**src/fpdiv_config.svh**
```systemverilog
// fpdiv configuration
// iteration count, register byte offsets and the canonical quiet NaN
// shared by the core, the register block and the testbench
`ifndef FPDIV_CONFIG_SVH
`define FPDIV_CONFIG_SVH

// radix-4 digits per division, 28 quotient bits
`define FPDIV_ITER 14

// wishbone byte offsets
`define FPDIV_REG_A    4'h0
`define FPDIV_REG_B    4'h4
`define FPDIV_REG_CTRL 4'h8
`define FPDIV_REG_RES  4'hC

// result of any invalid operation
`define FPDIV_QNAN 32'h7fc00000

`endif
```
**src/wb_pkg.sv**
```systemverilog
// wb_pkg
// wishbone word and address types, register index and bit positions
package wb_pkg;

  typedef logic [31:0] wb_data_t;
  typedef logic [3:0]  wb_addr_t;   // byte address, [3:2] picks the word
  typedef logic [1:0]  reg_idx_t;   // word index
  typedef logic [3:0]  flags_t;     // invalid, div_by_zero, overflow, underflow

  localparam int ctrl_start  = 0;   // control write bits
  localparam int ctrl_irq_en = 1;
  localparam int stat_busy   = 0;   // status read bits
  localparam int stat_done   = 1;
  localparam int stat_irq_en = 2;
  localparam int stat_flags  = 4;   // lsb of the 4-bit flag field
  localparam int flag_invalid   = 3;
  localparam int flag_div_zero  = 2;
  localparam int flag_overflow  = 1;
  localparam int flag_underflow = 0;

endpackage

```
**src/fp_pkg.sv**
```systemverilog
// fp_pkg
// field types of the FP32 datapath and the divider core state
package fp_pkg;

  // packed single precision word
  typedef logic [31:0] fp32_t;

  // mantissa with hidden bit at 23
  typedef logic [23:0] mant_t;

  // biased exponent, signed and wide enough for over/underflow range
  typedef logic signed [9:0] exp_t;

  // converted quotient, 14 radix-4 digits, binary point at 26
  typedef logic [27:0] quo_t;

  // signed quotient digit, -2 .. +2
  typedef logic signed [2:0] qdigit_t;

  typedef enum logic [1:0] {st_idle, st_iterate, st_finish} div_state_t;

endpackage

```
**src/fpdiv_top.sv**
```systemverilog
// fpdiv_top
// memory mapped FP32 divider, wishbone register block in front of
// unpack, radix-4 SRT core and round / pack
`timescale 1ns/1ps

module fpdiv_top (
  input  logic             clk,
  input  logic             rst,
  input  logic             cyc,
  input  logic             stb,
  input  logic             we,
  input  wb_pkg::wb_addr_t adr,
  input  wb_pkg::wb_data_t dat_w,
  output wb_pkg::wb_data_t dat_r,
  output logic             ack,
  output logic             irq
);

  fp_pkg::fp32_t  op_a, op_b;
  fp_pkg::fp32_t  res, special_res;
  fp_pkg::mant_t  mant_a, mant_b;
  fp_pkg::exp_t   exp_diff;
  fp_pkg::quo_t   quo;
  wb_pkg::flags_t flags, special_flags;
  logic           start, done;
  logic           sign, is_special, rem_nonzero;

  fpdiv_wb_regs i_regs (
    .clk(clk), .rst(rst), .cyc(cyc), .stb(stb), .we(we), .adr(adr),
    .dat_w(dat_w), .dat_r(dat_r), .ack(ack), .irq(irq),
    .op_a(op_a), .op_b(op_b), .start(start), .done(done),
    .res(res), .flags(flags)
  );

  fp_div_unpack i_unpack (
    .a(op_a), .b(op_b), .mant_a(mant_a), .mant_b(mant_b),
    .exp_diff(exp_diff), .sign(sign), .is_special(is_special),
    .special_res(special_res), .special_flags(special_flags)
  );

  srt4_div_core i_core (
    .clk(clk), .rst(rst), .start(start), .mant_a(mant_a), .mant_b(mant_b),
    .quo(quo), .rem_nonzero(rem_nonzero), .done(done)
  );

  fp_div_round i_round (
    .quo(quo), .rem_nonzero(rem_nonzero), .exp_diff(exp_diff), .sign(sign),
    .is_special(is_special), .special_res(special_res),
    .special_flags(special_flags), .res(res), .flags(flags)
  );

endmodule

```
**src/fpdiv_wb_regs.sv**
```systemverilog
// fpdiv_wb_regs
// wishbone classic slave with operand, control/status and result
// words, single cycle ack, start pulse and sticky done with irq
`timescale 1ns/1ps
`include "fpdiv_config.svh"

module fpdiv_wb_regs (
  input  logic             clk,
  input  logic             rst,
  input  logic             cyc,
  input  logic             stb,
  input  logic             we,
  input  wb_pkg::wb_addr_t adr,
  input  wb_pkg::wb_data_t dat_w,
  output wb_pkg::wb_data_t dat_r,
  output logic             ack,
  output logic             irq,
  output fp_pkg::fp32_t    op_a,
  output fp_pkg::fp32_t    op_b,
  output logic             start,
  input  logic             done,
  input  fp_pkg::fp32_t    res,
  input  wb_pkg::flags_t   flags
);

  logic             acc;        // access seen, not yet acked
  logic             wr;
  wb_pkg::reg_idx_t idx;
  logic             go;         // accepted start
  logic             busy;
  logic             done_bit;
  logic             irq_en;
  fp_pkg::fp32_t    res_q;
  wb_pkg::flags_t   flags_q;
  wb_pkg::wb_data_t status;

  assign acc = cyc & stb & ~ack;
  assign wr  = acc & we;
  assign idx = adr[3:2];
  assign go  = wr && (idx == wb_pkg::reg_idx_t'(`FPDIV_REG_CTRL >> 2))
               && dat_w[wb_pkg::ctrl_start] && !busy;

  always_ff @(posedge clk or negedge rst) begin
    if (!rst) begin
      ack      <= 1'b0;
      start    <= 1'b0;
      busy     <= 1'b0;
      done_bit <= 1'b0;
      irq_en   <= 1'b0;
      op_a     <= '0;
      op_b     <= '0;
      res_q    <= '0;
      flags_q  <= '0;
    end else begin
      ack   <= acc;   // one cycle, drops even if stb stays up
      start <= go;    // high together with ack
      if (go) begin
        busy     <= 1'b1;
        done_bit <= 1'b0;
      end else if (done) begin
        busy     <= 1'b0;
        done_bit <= 1'b1;   // sticky until next start
        res_q    <= res;
        flags_q  <= flags;
      end
      if (wr && idx == wb_pkg::reg_idx_t'(`FPDIV_REG_CTRL >> 2))
        irq_en <= dat_w[wb_pkg::ctrl_irq_en];
      if (wr && !busy && idx == wb_pkg::reg_idx_t'(`FPDIV_REG_A >> 2)) op_a <= dat_w;
      if (wr && !busy && idx == wb_pkg::reg_idx_t'(`FPDIV_REG_B >> 2)) op_b <= dat_w;
    end
  end

  always_comb begin
    status                                       = '0;
    status[wb_pkg::stat_busy]                    = busy;
    status[wb_pkg::stat_done]                    = done_bit;
    status[wb_pkg::stat_irq_en]                  = irq_en;
    status[wb_pkg::stat_flags +: $bits(flags_q)] = flags_q;
  end

  // read mux, master holds adr while ack is high
  always_comb begin
    case (idx)
      wb_pkg::reg_idx_t'(`FPDIV_REG_A >> 2):    dat_r = op_a;
      wb_pkg::reg_idx_t'(`FPDIV_REG_B >> 2):    dat_r = op_b;
      wb_pkg::reg_idx_t'(`FPDIV_REG_CTRL >> 2): dat_r = status;
      default:                                  dat_r = res_q;   // result word
    endcase
  end

  assign irq = done_bit & irq_en;

endmodule

```
**src/fp_div_round.sv**
```systemverilog
// fp_div_round
// normalizes the core quotient from [1/2, 2) into [1, 2),
// rounds to nearest even on guard / round / sticky,
// checks exponent range and packs, or passes the special result
`timescale 1ns/1ps

module fp_div_round (
  input  fp_pkg::quo_t   quo,
  input  logic           rem_nonzero,
  input  fp_pkg::exp_t   exp_diff,
  input  logic           sign,
  input  logic           is_special,
  input  fp_pkg::fp32_t  special_res,
  input  wb_pkg::flags_t special_flags,
  output fp_pkg::fp32_t  res,
  output wb_pkg::flags_t flags
);

  fp_pkg::mant_t  mant;       // 24 bits before rounding
  logic           guard;
  logic           rnd;
  logic           sticky;
  logic           inc;
  logic [24:0]    mant_sum;   // bit 24 is the rounding carry
  fp_pkg::exp_t   exp_n;
  fp_pkg::exp_t   exp_r;
  logic           ovf;
  logic           unf;
  fp_pkg::fp32_t  norm_res;
  wb_pkg::flags_t norm_flags;

  // binary point sits at bit 26 of quo
  always_comb begin
    if (quo[26]) begin
      mant   = quo[26:3];
      guard  = quo[2];
      rnd    = quo[1];
      sticky = quo[0] | rem_nonzero;
      exp_n  = exp_diff;
    end else begin
      mant   = quo[25:2];                 // one bit left shift
      guard  = quo[1];
      rnd    = quo[0];
      sticky = rem_nonzero;
      exp_n  = exp_diff - 10'sd1;
    end
  end

  assign inc      = guard & (rnd | sticky | mant[0]);   // ties to even
  assign mant_sum = {1'b0, mant} + {24'd0, inc};
  assign exp_r    = exp_n + (mant_sum[24] ? 10'sd1 : 10'sd0);  // carry into next binade

  assign ovf = (exp_r >= 10'sd255);
  assign unf = (exp_r <= 10'sd0);

  always_comb begin
    norm_flags                         = '0;
    norm_flags[wb_pkg::flag_overflow]  = ovf;
    norm_flags[wb_pkg::flag_underflow] = unf;
    if (ovf) begin
      norm_res = {sign, 8'hff, 23'd0};
    end else if (unf) begin
      norm_res = {sign, 31'd0};           // flush to zero
    end else begin
      norm_res = {sign, exp_r[7:0], mant_sum[22:0]};   // carry leaves frac zero
    end
  end

  assign res   = is_special ? special_res : norm_res;
  assign flags = is_special ? special_flags : norm_flags;

endmodule

```
**src/fp_div_unpack.sv**
```systemverilog
// fp_div_unpack
// splits both operands, flushes subnormals, adds hidden bits,
// forms sign and biased exponent difference, and decodes the
// NaN / infinity / zero cases into a ready special result
`timescale 1ns/1ps
`include "fpdiv_config.svh"

module fp_div_unpack (
  input  fp_pkg::fp32_t  a,
  input  fp_pkg::fp32_t  b,
  output fp_pkg::mant_t  mant_a,
  output fp_pkg::mant_t  mant_b,
  output fp_pkg::exp_t   exp_diff,
  output logic           sign,
  output logic           is_special,
  output fp_pkg::fp32_t  special_res,
  output wb_pkg::flags_t special_flags
);

  logic [7:0] ea;
  logic [7:0] eb;
  logic       a_zero, b_zero;   // true zero or flushed subnormal
  logic       a_inf, b_inf;
  logic       a_nan, b_nan;

  assign ea = a[30:23];
  assign eb = b[30:23];

  assign a_zero = (ea == 8'h00);
  assign b_zero = (eb == 8'h00);
  assign a_inf  = (ea == 8'hff) && (a[22:0] == '0);
  assign b_inf  = (eb == 8'hff) && (b[22:0] == '0);
  assign a_nan  = (ea == 8'hff) && (a[22:0] != '0);
  assign b_nan  = (eb == 8'hff) && (b[22:0] != '0);

  assign mant_a = a_zero ? '0 : {1'b1, a[22:0]};
  assign mant_b = b_zero ? '0 : {1'b1, b[22:0]};
  assign sign   = a[31] ^ b[31];

  // ea - eb + bias, range -127 .. 381
  assign exp_diff = fp_pkg::exp_t'({2'b00, ea}) - fp_pkg::exp_t'({2'b00, eb}) + 10'sd127;

  always_comb begin
    special_flags = '0;
    special_res   = '0;
    is_special    = 1'b1;
    if (a_nan || b_nan || (a_zero && b_zero) || (a_inf && b_inf)) begin
      special_res                       = `FPDIV_QNAN;
      special_flags[wb_pkg::flag_invalid] = 1'b1;
    end else if (a_inf) begin
      special_res = {sign, 8'hff, 23'd0};    // inf / x, also inf / 0
    end else if (b_zero) begin
      special_res                          = {sign, 8'hff, 23'd0};
      special_flags[wb_pkg::flag_div_zero] = 1'b1;
    end else if (b_inf || a_zero) begin
      special_res = {sign, 31'd0};           // signed zero
    end else begin
      is_special = 1'b0;                     // both normal
    end
  end

endmodule

```
**src/srt4_div_core.sv**
```systemverilog
// srt4_div_core
// iterative radix-4 SRT mantissa divider, one digit per cycle
// non-redundant remainder with 26 fraction bits, starts at a/4 so
// the quotient a/b lands in [2^25, 2^27) of the 28-bit result
// quotient built by on-the-fly conversion in the q / qm pair
`timescale 1ns/1ps
`include "fpdiv_config.svh"

module srt4_div_core (
  input  logic          clk,
  input  logic          rst,
  input  logic          start,
  input  fp_pkg::mant_t mant_a,
  input  fp_pkg::mant_t mant_b,
  output fp_pkg::quo_t  quo,
  output logic          rem_nonzero,
  output logic          done
);

  fp_pkg::div_state_t state;
  logic [3:0]         cnt;        // iterations done
  logic signed [29:0] rem;        // partial remainder w
  logic [25:0]        dvs;        // divisor in remainder units
  fp_pkg::quo_t       q;
  fp_pkg::quo_t       qm;         // always q minus one digit ulp
  logic signed [29:0] rem_sh;     // 4w
  logic [29:0]        mult;       // |digit| * d
  logic signed [29:0] rem_next;
  logic [29:0]        rem_fix;    // remainder after negative correction
  fp_pkg::qdigit_t    digit;
  fp_pkg::quo_t       q_next;
  fp_pkg::quo_t       qm_next;

  assign rem_sh = {rem[27:0], 2'b00};

  srt4_qsel i_qsel (
    .rem_top (rem_sh[28:22]),
    .div_top (dvs[24:22]),
    .digit   (digit)
  );

  // divisor multiple
  always_comb begin
    case (digit)
      3'sd2, -3'sd2: mult = {3'b000, dvs, 1'b0};
      3'sd1, -3'sd1: mult = {4'b0000, dvs};
      default:       mult = '0;
    endcase
  end

  // negative digit adds the multiple back
  assign rem_next = digit[2] ? rem_sh + mult : rem_sh - mult;

  // on-the-fly conversion, no carry chain
  always_comb begin
    case (digit)
      3'sd2: begin
        q_next  = {q[25:0], 2'd2};
        qm_next = {q[25:0], 2'd1};
      end
      3'sd1: begin
        q_next  = {q[25:0], 2'd1};
        qm_next = {q[25:0], 2'd0};
      end
      -3'sd1: begin
        q_next  = {qm[25:0], 2'd3};
        qm_next = {qm[25:0], 2'd2};
      end
      -3'sd2: begin
        q_next  = {qm[25:0], 2'd2};
        qm_next = {qm[25:0], 2'd1};
      end
      default: begin   // zero digit
        q_next  = {q[25:0], 2'd0};
        qm_next = {qm[25:0], 2'd3};
      end
    endcase
  end

  always_ff @(posedge clk or negedge rst) begin
    if (!rst) begin
      state <= fp_pkg::st_idle;
      cnt   <= '0;
    end else begin
      case (state)
        fp_pkg::st_idle: begin
          if (start) begin
            state <= fp_pkg::st_iterate;
            cnt   <= '0;
          end
        end
        fp_pkg::st_iterate: begin
          cnt <= cnt + 4'd1;
          if (cnt == 4'(`FPDIV_ITER - 1)) state <= fp_pkg::st_finish;
        end
        default: state <= fp_pkg::st_idle;   // finish lasts one cycle
      endcase
    end
  end

  // datapath, loaded on start
  always_ff @(posedge clk) begin
    if (state == fp_pkg::st_idle && start) begin
      rem <= {6'b000000, mant_a};   // w0 = a/4
      dvs <= {mant_b, 2'b00};
      q   <= '0;
      qm  <= '0;
    end else if (state == fp_pkg::st_iterate) begin
      rem <= rem_next;
      q   <= q_next;
      qm  <= qm_next;
    end
  end

  // final correction, negative remainder means q is one too big
  assign rem_fix     = rem + {4'b0000, dvs};
  assign quo         = rem[29] ? qm : q;
  assign rem_nonzero = rem[29] ? (rem_fix != '0) : (rem != '0);
  assign done        = (state == fp_pkg::st_finish);

endmodule

```
**src/srt4_qsel.sv**
```systemverilog
// srt4_qsel
// radix-4 quotient digit selection over the digit set -2 .. +2
// compares the truncated shifted remainder (3 int + 4 frac bits)
// with four thresholds picked by the divisor interval
`timescale 1ns/1ps

module srt4_qsel (
  input  logic [6:0]      rem_top,   // 4w truncated to 1/16
  input  logic [2:0]      div_top,   // divisor bits after the leading one
  output fp_pkg::qdigit_t digit
);

  logic signed [6:0] y;
  logic signed [6:0] m_two;    // select +2 at or above
  logic signed [6:0] m_one;    // select +1 at or above
  logic signed [6:0] m_zero;   // select 0 at or above
  logic signed [6:0] m_neg;    // select -1 at or above, else -2

  assign y = rem_top;

  // thresholds in 1/16 units for d in [(8+i)/16, (9+i)/16)
  always_comb begin
    case (div_top)
      3'd0:    {m_two, m_one, m_zero, m_neg} = {7'sd13, 7'sd4, -7'sd4, -7'sd13};
      3'd1:    {m_two, m_one, m_zero, m_neg} = {7'sd14, 7'sd4, -7'sd4, -7'sd14};
      3'd2:    {m_two, m_one, m_zero, m_neg} = {7'sd16, 7'sd5, -7'sd5, -7'sd16};
      3'd3:    {m_two, m_one, m_zero, m_neg} = {7'sd17, 7'sd6, -7'sd6, -7'sd17};
      3'd4:    {m_two, m_one, m_zero, m_neg} = {7'sd18, 7'sd6, -7'sd6, -7'sd19};
      3'd5:    {m_two, m_one, m_zero, m_neg} = {7'sd20, 7'sd7, -7'sd7, -7'sd20};
      3'd6:    {m_two, m_one, m_zero, m_neg} = {7'sd21, 7'sd7, -7'sd7, -7'sd22};
      default: {m_two, m_one, m_zero, m_neg} = {7'sd23, 7'sd8, -7'sd8, -7'sd23};
    endcase
  end

  always_comb begin
    if (y >= m_two) begin
      digit = 3'sd2;
    end else if (y >= m_one) begin
      digit = 3'sd1;
    end else if (y >= m_zero) begin
      digit = 3'sd0;
    end else if (y >= m_neg) begin
      digit = -3'sd1;
    end else begin
      digit = -3'sd2;   // far negative remainder
    end
  end

endmodule

```
**config.mk**
```make
export PLATFORM = sky130hd
export DESIGN_NAME = fpdiv_top
export DESIGN_NICKNAME = d
export VERILOG_FILES = /design/src/wb_pkg.sv /design/src/fp_pkg.sv /design/src/fpdiv_top.sv /design/src/fpdiv_wb_regs.sv /design/src/fp_div_round.sv /design/src/fp_div_unpack.sv /design/src/srt4_div_core.sv /design/src/srt4_qsel.sv
export VERILOG_INCLUDE_DIRS = /design/src
export SDC_FILE = /design/constraint.sdc
export NUM_CORES = 1
export LEC_CHECK = 0
export BUFFER_PORTS_ARGS = -buffer_cell sky130_fd_sc_hd__buf_2
export CAP_MARGIN = 0
export CORE_MARGIN = 3
export CORE_UTILIZATION = 55
export CTS_BUF_LIST = sky130_fd_sc_hd__clkbuf_8
export CTS_CLUSTER_DIAMETER = 60
export CTS_CLUSTER_SIZE = 25
export DETAILED_ROUTE_END_ITERATION = 7
export PLACE_DENSITY_LB_ADDON = 0.3
export SLEW_MARGIN = 20
export SYNTH_ARGS = -nofsm -noshare
export SYNTH_HDL_FRONTEND = slang
export SYNTH_SLANG_ARGS = --single-unit
```
**constraint.sdc**
```tcl
create_clock -name clk -period 19.4 [get_ports clk]
set_input_delay 1.94 -clock clk [delete_from_list [all_inputs] [get_ports clk]]
set_output_delay 1.94 -clock clk [all_outputs]
set_load 0.01 [all_outputs]
```
==> results.txt <==
The flow ran to the end, and the final reports show no timing, DRC or antenna violations. The number of buffers added by the clock tree synthesis step is 18. The clock network latency to the later pin of the worst-skew pair came out at 0.56 ns. The clock net in this run drives a total of 219 sinks. The total placed cells including tap cells came out at 2235. TritonCTS built the clock tree. The pin count of the biggest net entering global routing is 93. The routed length per instance came out at 21.33 um. Along the worst path, the maximum fanout reaches 24. The all-layer global routing usage is about 29%. The net count of the mapped netlist is 1995.

The final total negative setup slack is 0 ns. The longest individual stage delay on the worst path came out at between 0.7 and 0.8 ns. The number of core rows came out at 62. The remaining global-route overflow came out at 0. The worst setup path is launched from a flip-flop. Setup violations remaining at the end of the flow were counted as 0. The final standard cell count with taps included and fillers excluded came out at 2268.

The post-synthesis area per instance came out at ~9 um2. The placed wire-length estimate after detailed placement came out at 36.18 mm. The maximum clock rate came out at 121.2 MHz.

The slowest stage of the critical path belongs to the cell and2_1. After clock tree synthesis, the repair step resized 0 gates. The largest total area in the synthesized netlist belongs to dfrtp_1.

The layout cell share with drive strength beyond 1 is approximately 14%. After synthesis, the cell types taking the most area are dfrtp_1, edfxtp_1, dfxtp_1, ha_1, mux2i_1. The average via count per standard cell is 6.489. The final wirelength came out at 48.38 mm.

The count of pins over their slew limit was 0. The number of buffers and inverters on the critical path came out at 2. The die width is 179.6 um. The number of failing hold endpoints at the final stage came out at 0.

The area of the die is approximately 0.032 mm2. After synthesis, flip-flops and latches occupy about 33% of the total area. In this run the count of I/O pins placed on the die edge is 75. CTS placed an instance of clkbuf_8 at the clock tree root. The proportion of synthesized flip-flops having asynchronous set or reset is 50.68%. For hold timing, the worst endpoint is i_regs.ack. After clock tree synthesis, the flow added hold-fix buffers numbering 0. The area added between synthesis and finish came out at 5.889%.

The relative max-transition margin is 28.68%. The initial DRC count is around 1400. After synthesis, the netlist uses between 90 and 100 different library cells. The number of synthesized register bits came out at approximately 220.

The startpoint identified for the worst register-to-register timing path is i_core.dvs[22]. The routed layout has 14720 vias. Buffers added to address setup during post-CTS repair amount to 0. The core area is around 0.03 mm2. Fill cells in the final layout number 2582. On the final layout, the worst clock skew is approximately 0.043 ns. The clock transition time at the flip-flop clock pins of the worst setup and hold paths came out at 0.13 ns. The placer's final routability congestion estimate came out at roughly 0.94. The max-capacitance violation count is 0. The number of antenna violations at the first check in global routing came to 6. The number of warnings printed during yosys synthesis is 0.

The startpoint identified for the worst hold timing path is i_regs.ack. The count of antenna-violating nets left after detailed routing came out at 0. The number of cells produced by synthesis is 1863. In this run the critical register-to-register path is captured at i_core.rem[29]. The maximum root-to-sink buffer count came out at 3.

The initial utilization of the core area, before any placement, comes to 56.81%. The worst hold path cell count came out at 1. Subtracting the final worst setup slack from the clock period gives 8.252 ns.

The most used flip-flop cell after synthesis is dfrtp_1. The critical path data required time came out at 19.77 ns. The number of global-route vias before repair came to 14040.

The kind of cell with the highest combined delay along the critical path is compound AO/OA/AOI/OAI gates. The detailed-route DRC error count came out at 0. Setup repair after global routing left no endpoint under its margin. During placement, the flow inserted port buffers numbering between 70 and 80. The count of TritonRoute iterations in the first routing pass is 5. The top-area cell type share of the netlist area came out at about 17%.

The final layout net count is 2003. The critical path arrival is 8.63 ns. The start-to-end type of the worst setup path is reg2reg. The part of the cycle the worst path needs is ~43%. In this run the number of H-tree levels came out at 1. The transition time of the tightest slew-check pin came out at 1.070 ns.

The tightest min-delay check is of the reg2reg type. In this run, synthesis inferred 48 flip-flops with an integrated enable. The cell area after technology mapping came out at approximately 0.017 mm2.

STA classifies the critical path endpoint as a flip-flop. The worst reg-to-reg setup slack came out at 11.15 ns. The first-pass GRT wire length came out at roughly 76 mm.

The vertical extent of the die came out at between 150 and 200 um. For the worst flop-to-flop path, the logic depth is 32.
## cells in the final DEF (no fill, tap or decap), types with 26 or more instances in the layout
cell type	instances
a211oi_1	57
a21o_1	26
a21oi_1	96
and2_1	32
buf_2	71
dfrtp_1	111
dfxtp_1	59
edfxtp_1	48
ha_1	88
inv_1	48
mux2_2	80
mux2i_1	91
nand2_1	177
nand3_1	46
nand4_1	26
nor2_1	149
nor3_1	41
nor4_1	28
o21ai_0	134
xnor2_1	46
xor2_1	45
## cell usage after synthesis (14+ instances only)
cell        n
o21a_1     14
mux2_2     80
and3_1     14
edfxtp_1   48
nor3_1     41
o21ai_0   135
nor2_1    149
dfxtp_1    60
dfrtp_1   111
ha_1       88
nand4_1    26
o211ai_1   16
nor4_1     29
xnor2_1    46
and2_1     32
nand3_1    46
nor2b_1    26
xor2_1     45
a21oi_1    96
a211oi_1   57
mux2i_1    92
nand2_1   177
o21ai_2    19
clkbuf_1   75
a21o_1     26
inv_1      50
nand2b_1   19
## per-layer routing
layer,vias up,track usage (%),wire [um]
met5,-,0,60
met4,10,11.82,2112
met3,120,5.093,3307
met2,563,47.14,22740
met1,7109,37.10,20160
li1,6915,-,-
## worst reg2reg max path, delay by kind of cell (launching register included)
kind            cells  cell delay [ns]
compound gates     15             3.50
flops               1             0.54
xor+xnor            1             0.14
fa+ha+maj           4             1.18
buf+inv             2             0.31
simple gates       10             2.45
## state kept, by name, summed over array words and instances (netlist names)
name / cells
i_core.dvs: 24
i_regs.ack: 1
i_core.cnt: 4
i_core.rem: 30
i_regs.res_q: 32
i_regs.start: 1
i_regs.done_bit: 1
i_regs.op_a: 32
i_core.state: 2
i_regs.op_b: 32
i_core.q: 27
i_regs.flags_q: 4
i_regs.busy: 1
i_core.qm: 27
i_regs.irq_en: 1
## layout make-up
type / instances / area, um2 / share of cell area, %
Sequential cell: 219 / 5421 / 30.90
Tap cell: 384 / 480.5 / 2.738
Clock inverter: 13 / 186.4 / 1.062
Inverter: 50 / 187.7 / 1.070
Timing Repair Buffer: 89 / 494.2 / 2.817
Multi-Input combinational cell: 1493 / 10510 / 59.91
Clock buffer: 19 / 261.5 / 1.490
Antenna cell: 1 / 2.502 / 0.01426
## worst max-delay path by stage
| stage | start | end | cells past startpoint |
|---|---|---|---|
| global placement | i_core.dvs[22] | i_core.rem[29] | 32 |
| finish | i_core.dvs[22] | i_core.rem[29] | 32 |
| floorplan | i_core.dvs[23] | i_core.rem[19] | 32 |
| global route | i_core.dvs[23] | i_core.rem[29] | 30 |
| CTS | i_core.dvs[22] | i_core.rem[29] | 32 |
| detailed placement | i_core.dvs[22] | i_core.rem[29] | 32 |
## metrics by stage
step                setup slack [ns]  instance area [um2]  hold WS, ns  utilization (%)
floorplan                      12.78                16570       0.4379                -
global placement               11.42                17090       0.4148            58.60
detailed placement             11.32                17090       0.4235            58.60
CTS                            11.25                17540       0.4398            60.14
global route                   10.62                17550       0.4716            60.16
finish                         11.15                17550       0.4372            60.16
## kinds of logic after synthesis
kind of cell    count (synthesis)  share of synthesized area (%)
simple gates                  622                          18.53
compound gates                506                          20.48
flops                         219                          32.71
mux                           180                          12.04
buf+inv                       151                          4.047
xor+xnor                       94                          5.187
fa+ha+maj                      91                          7.007
Power is left out: the tool's default activity adds up to more than one toggle a clock period on the data nets, which glitch-free logic cannot reach.
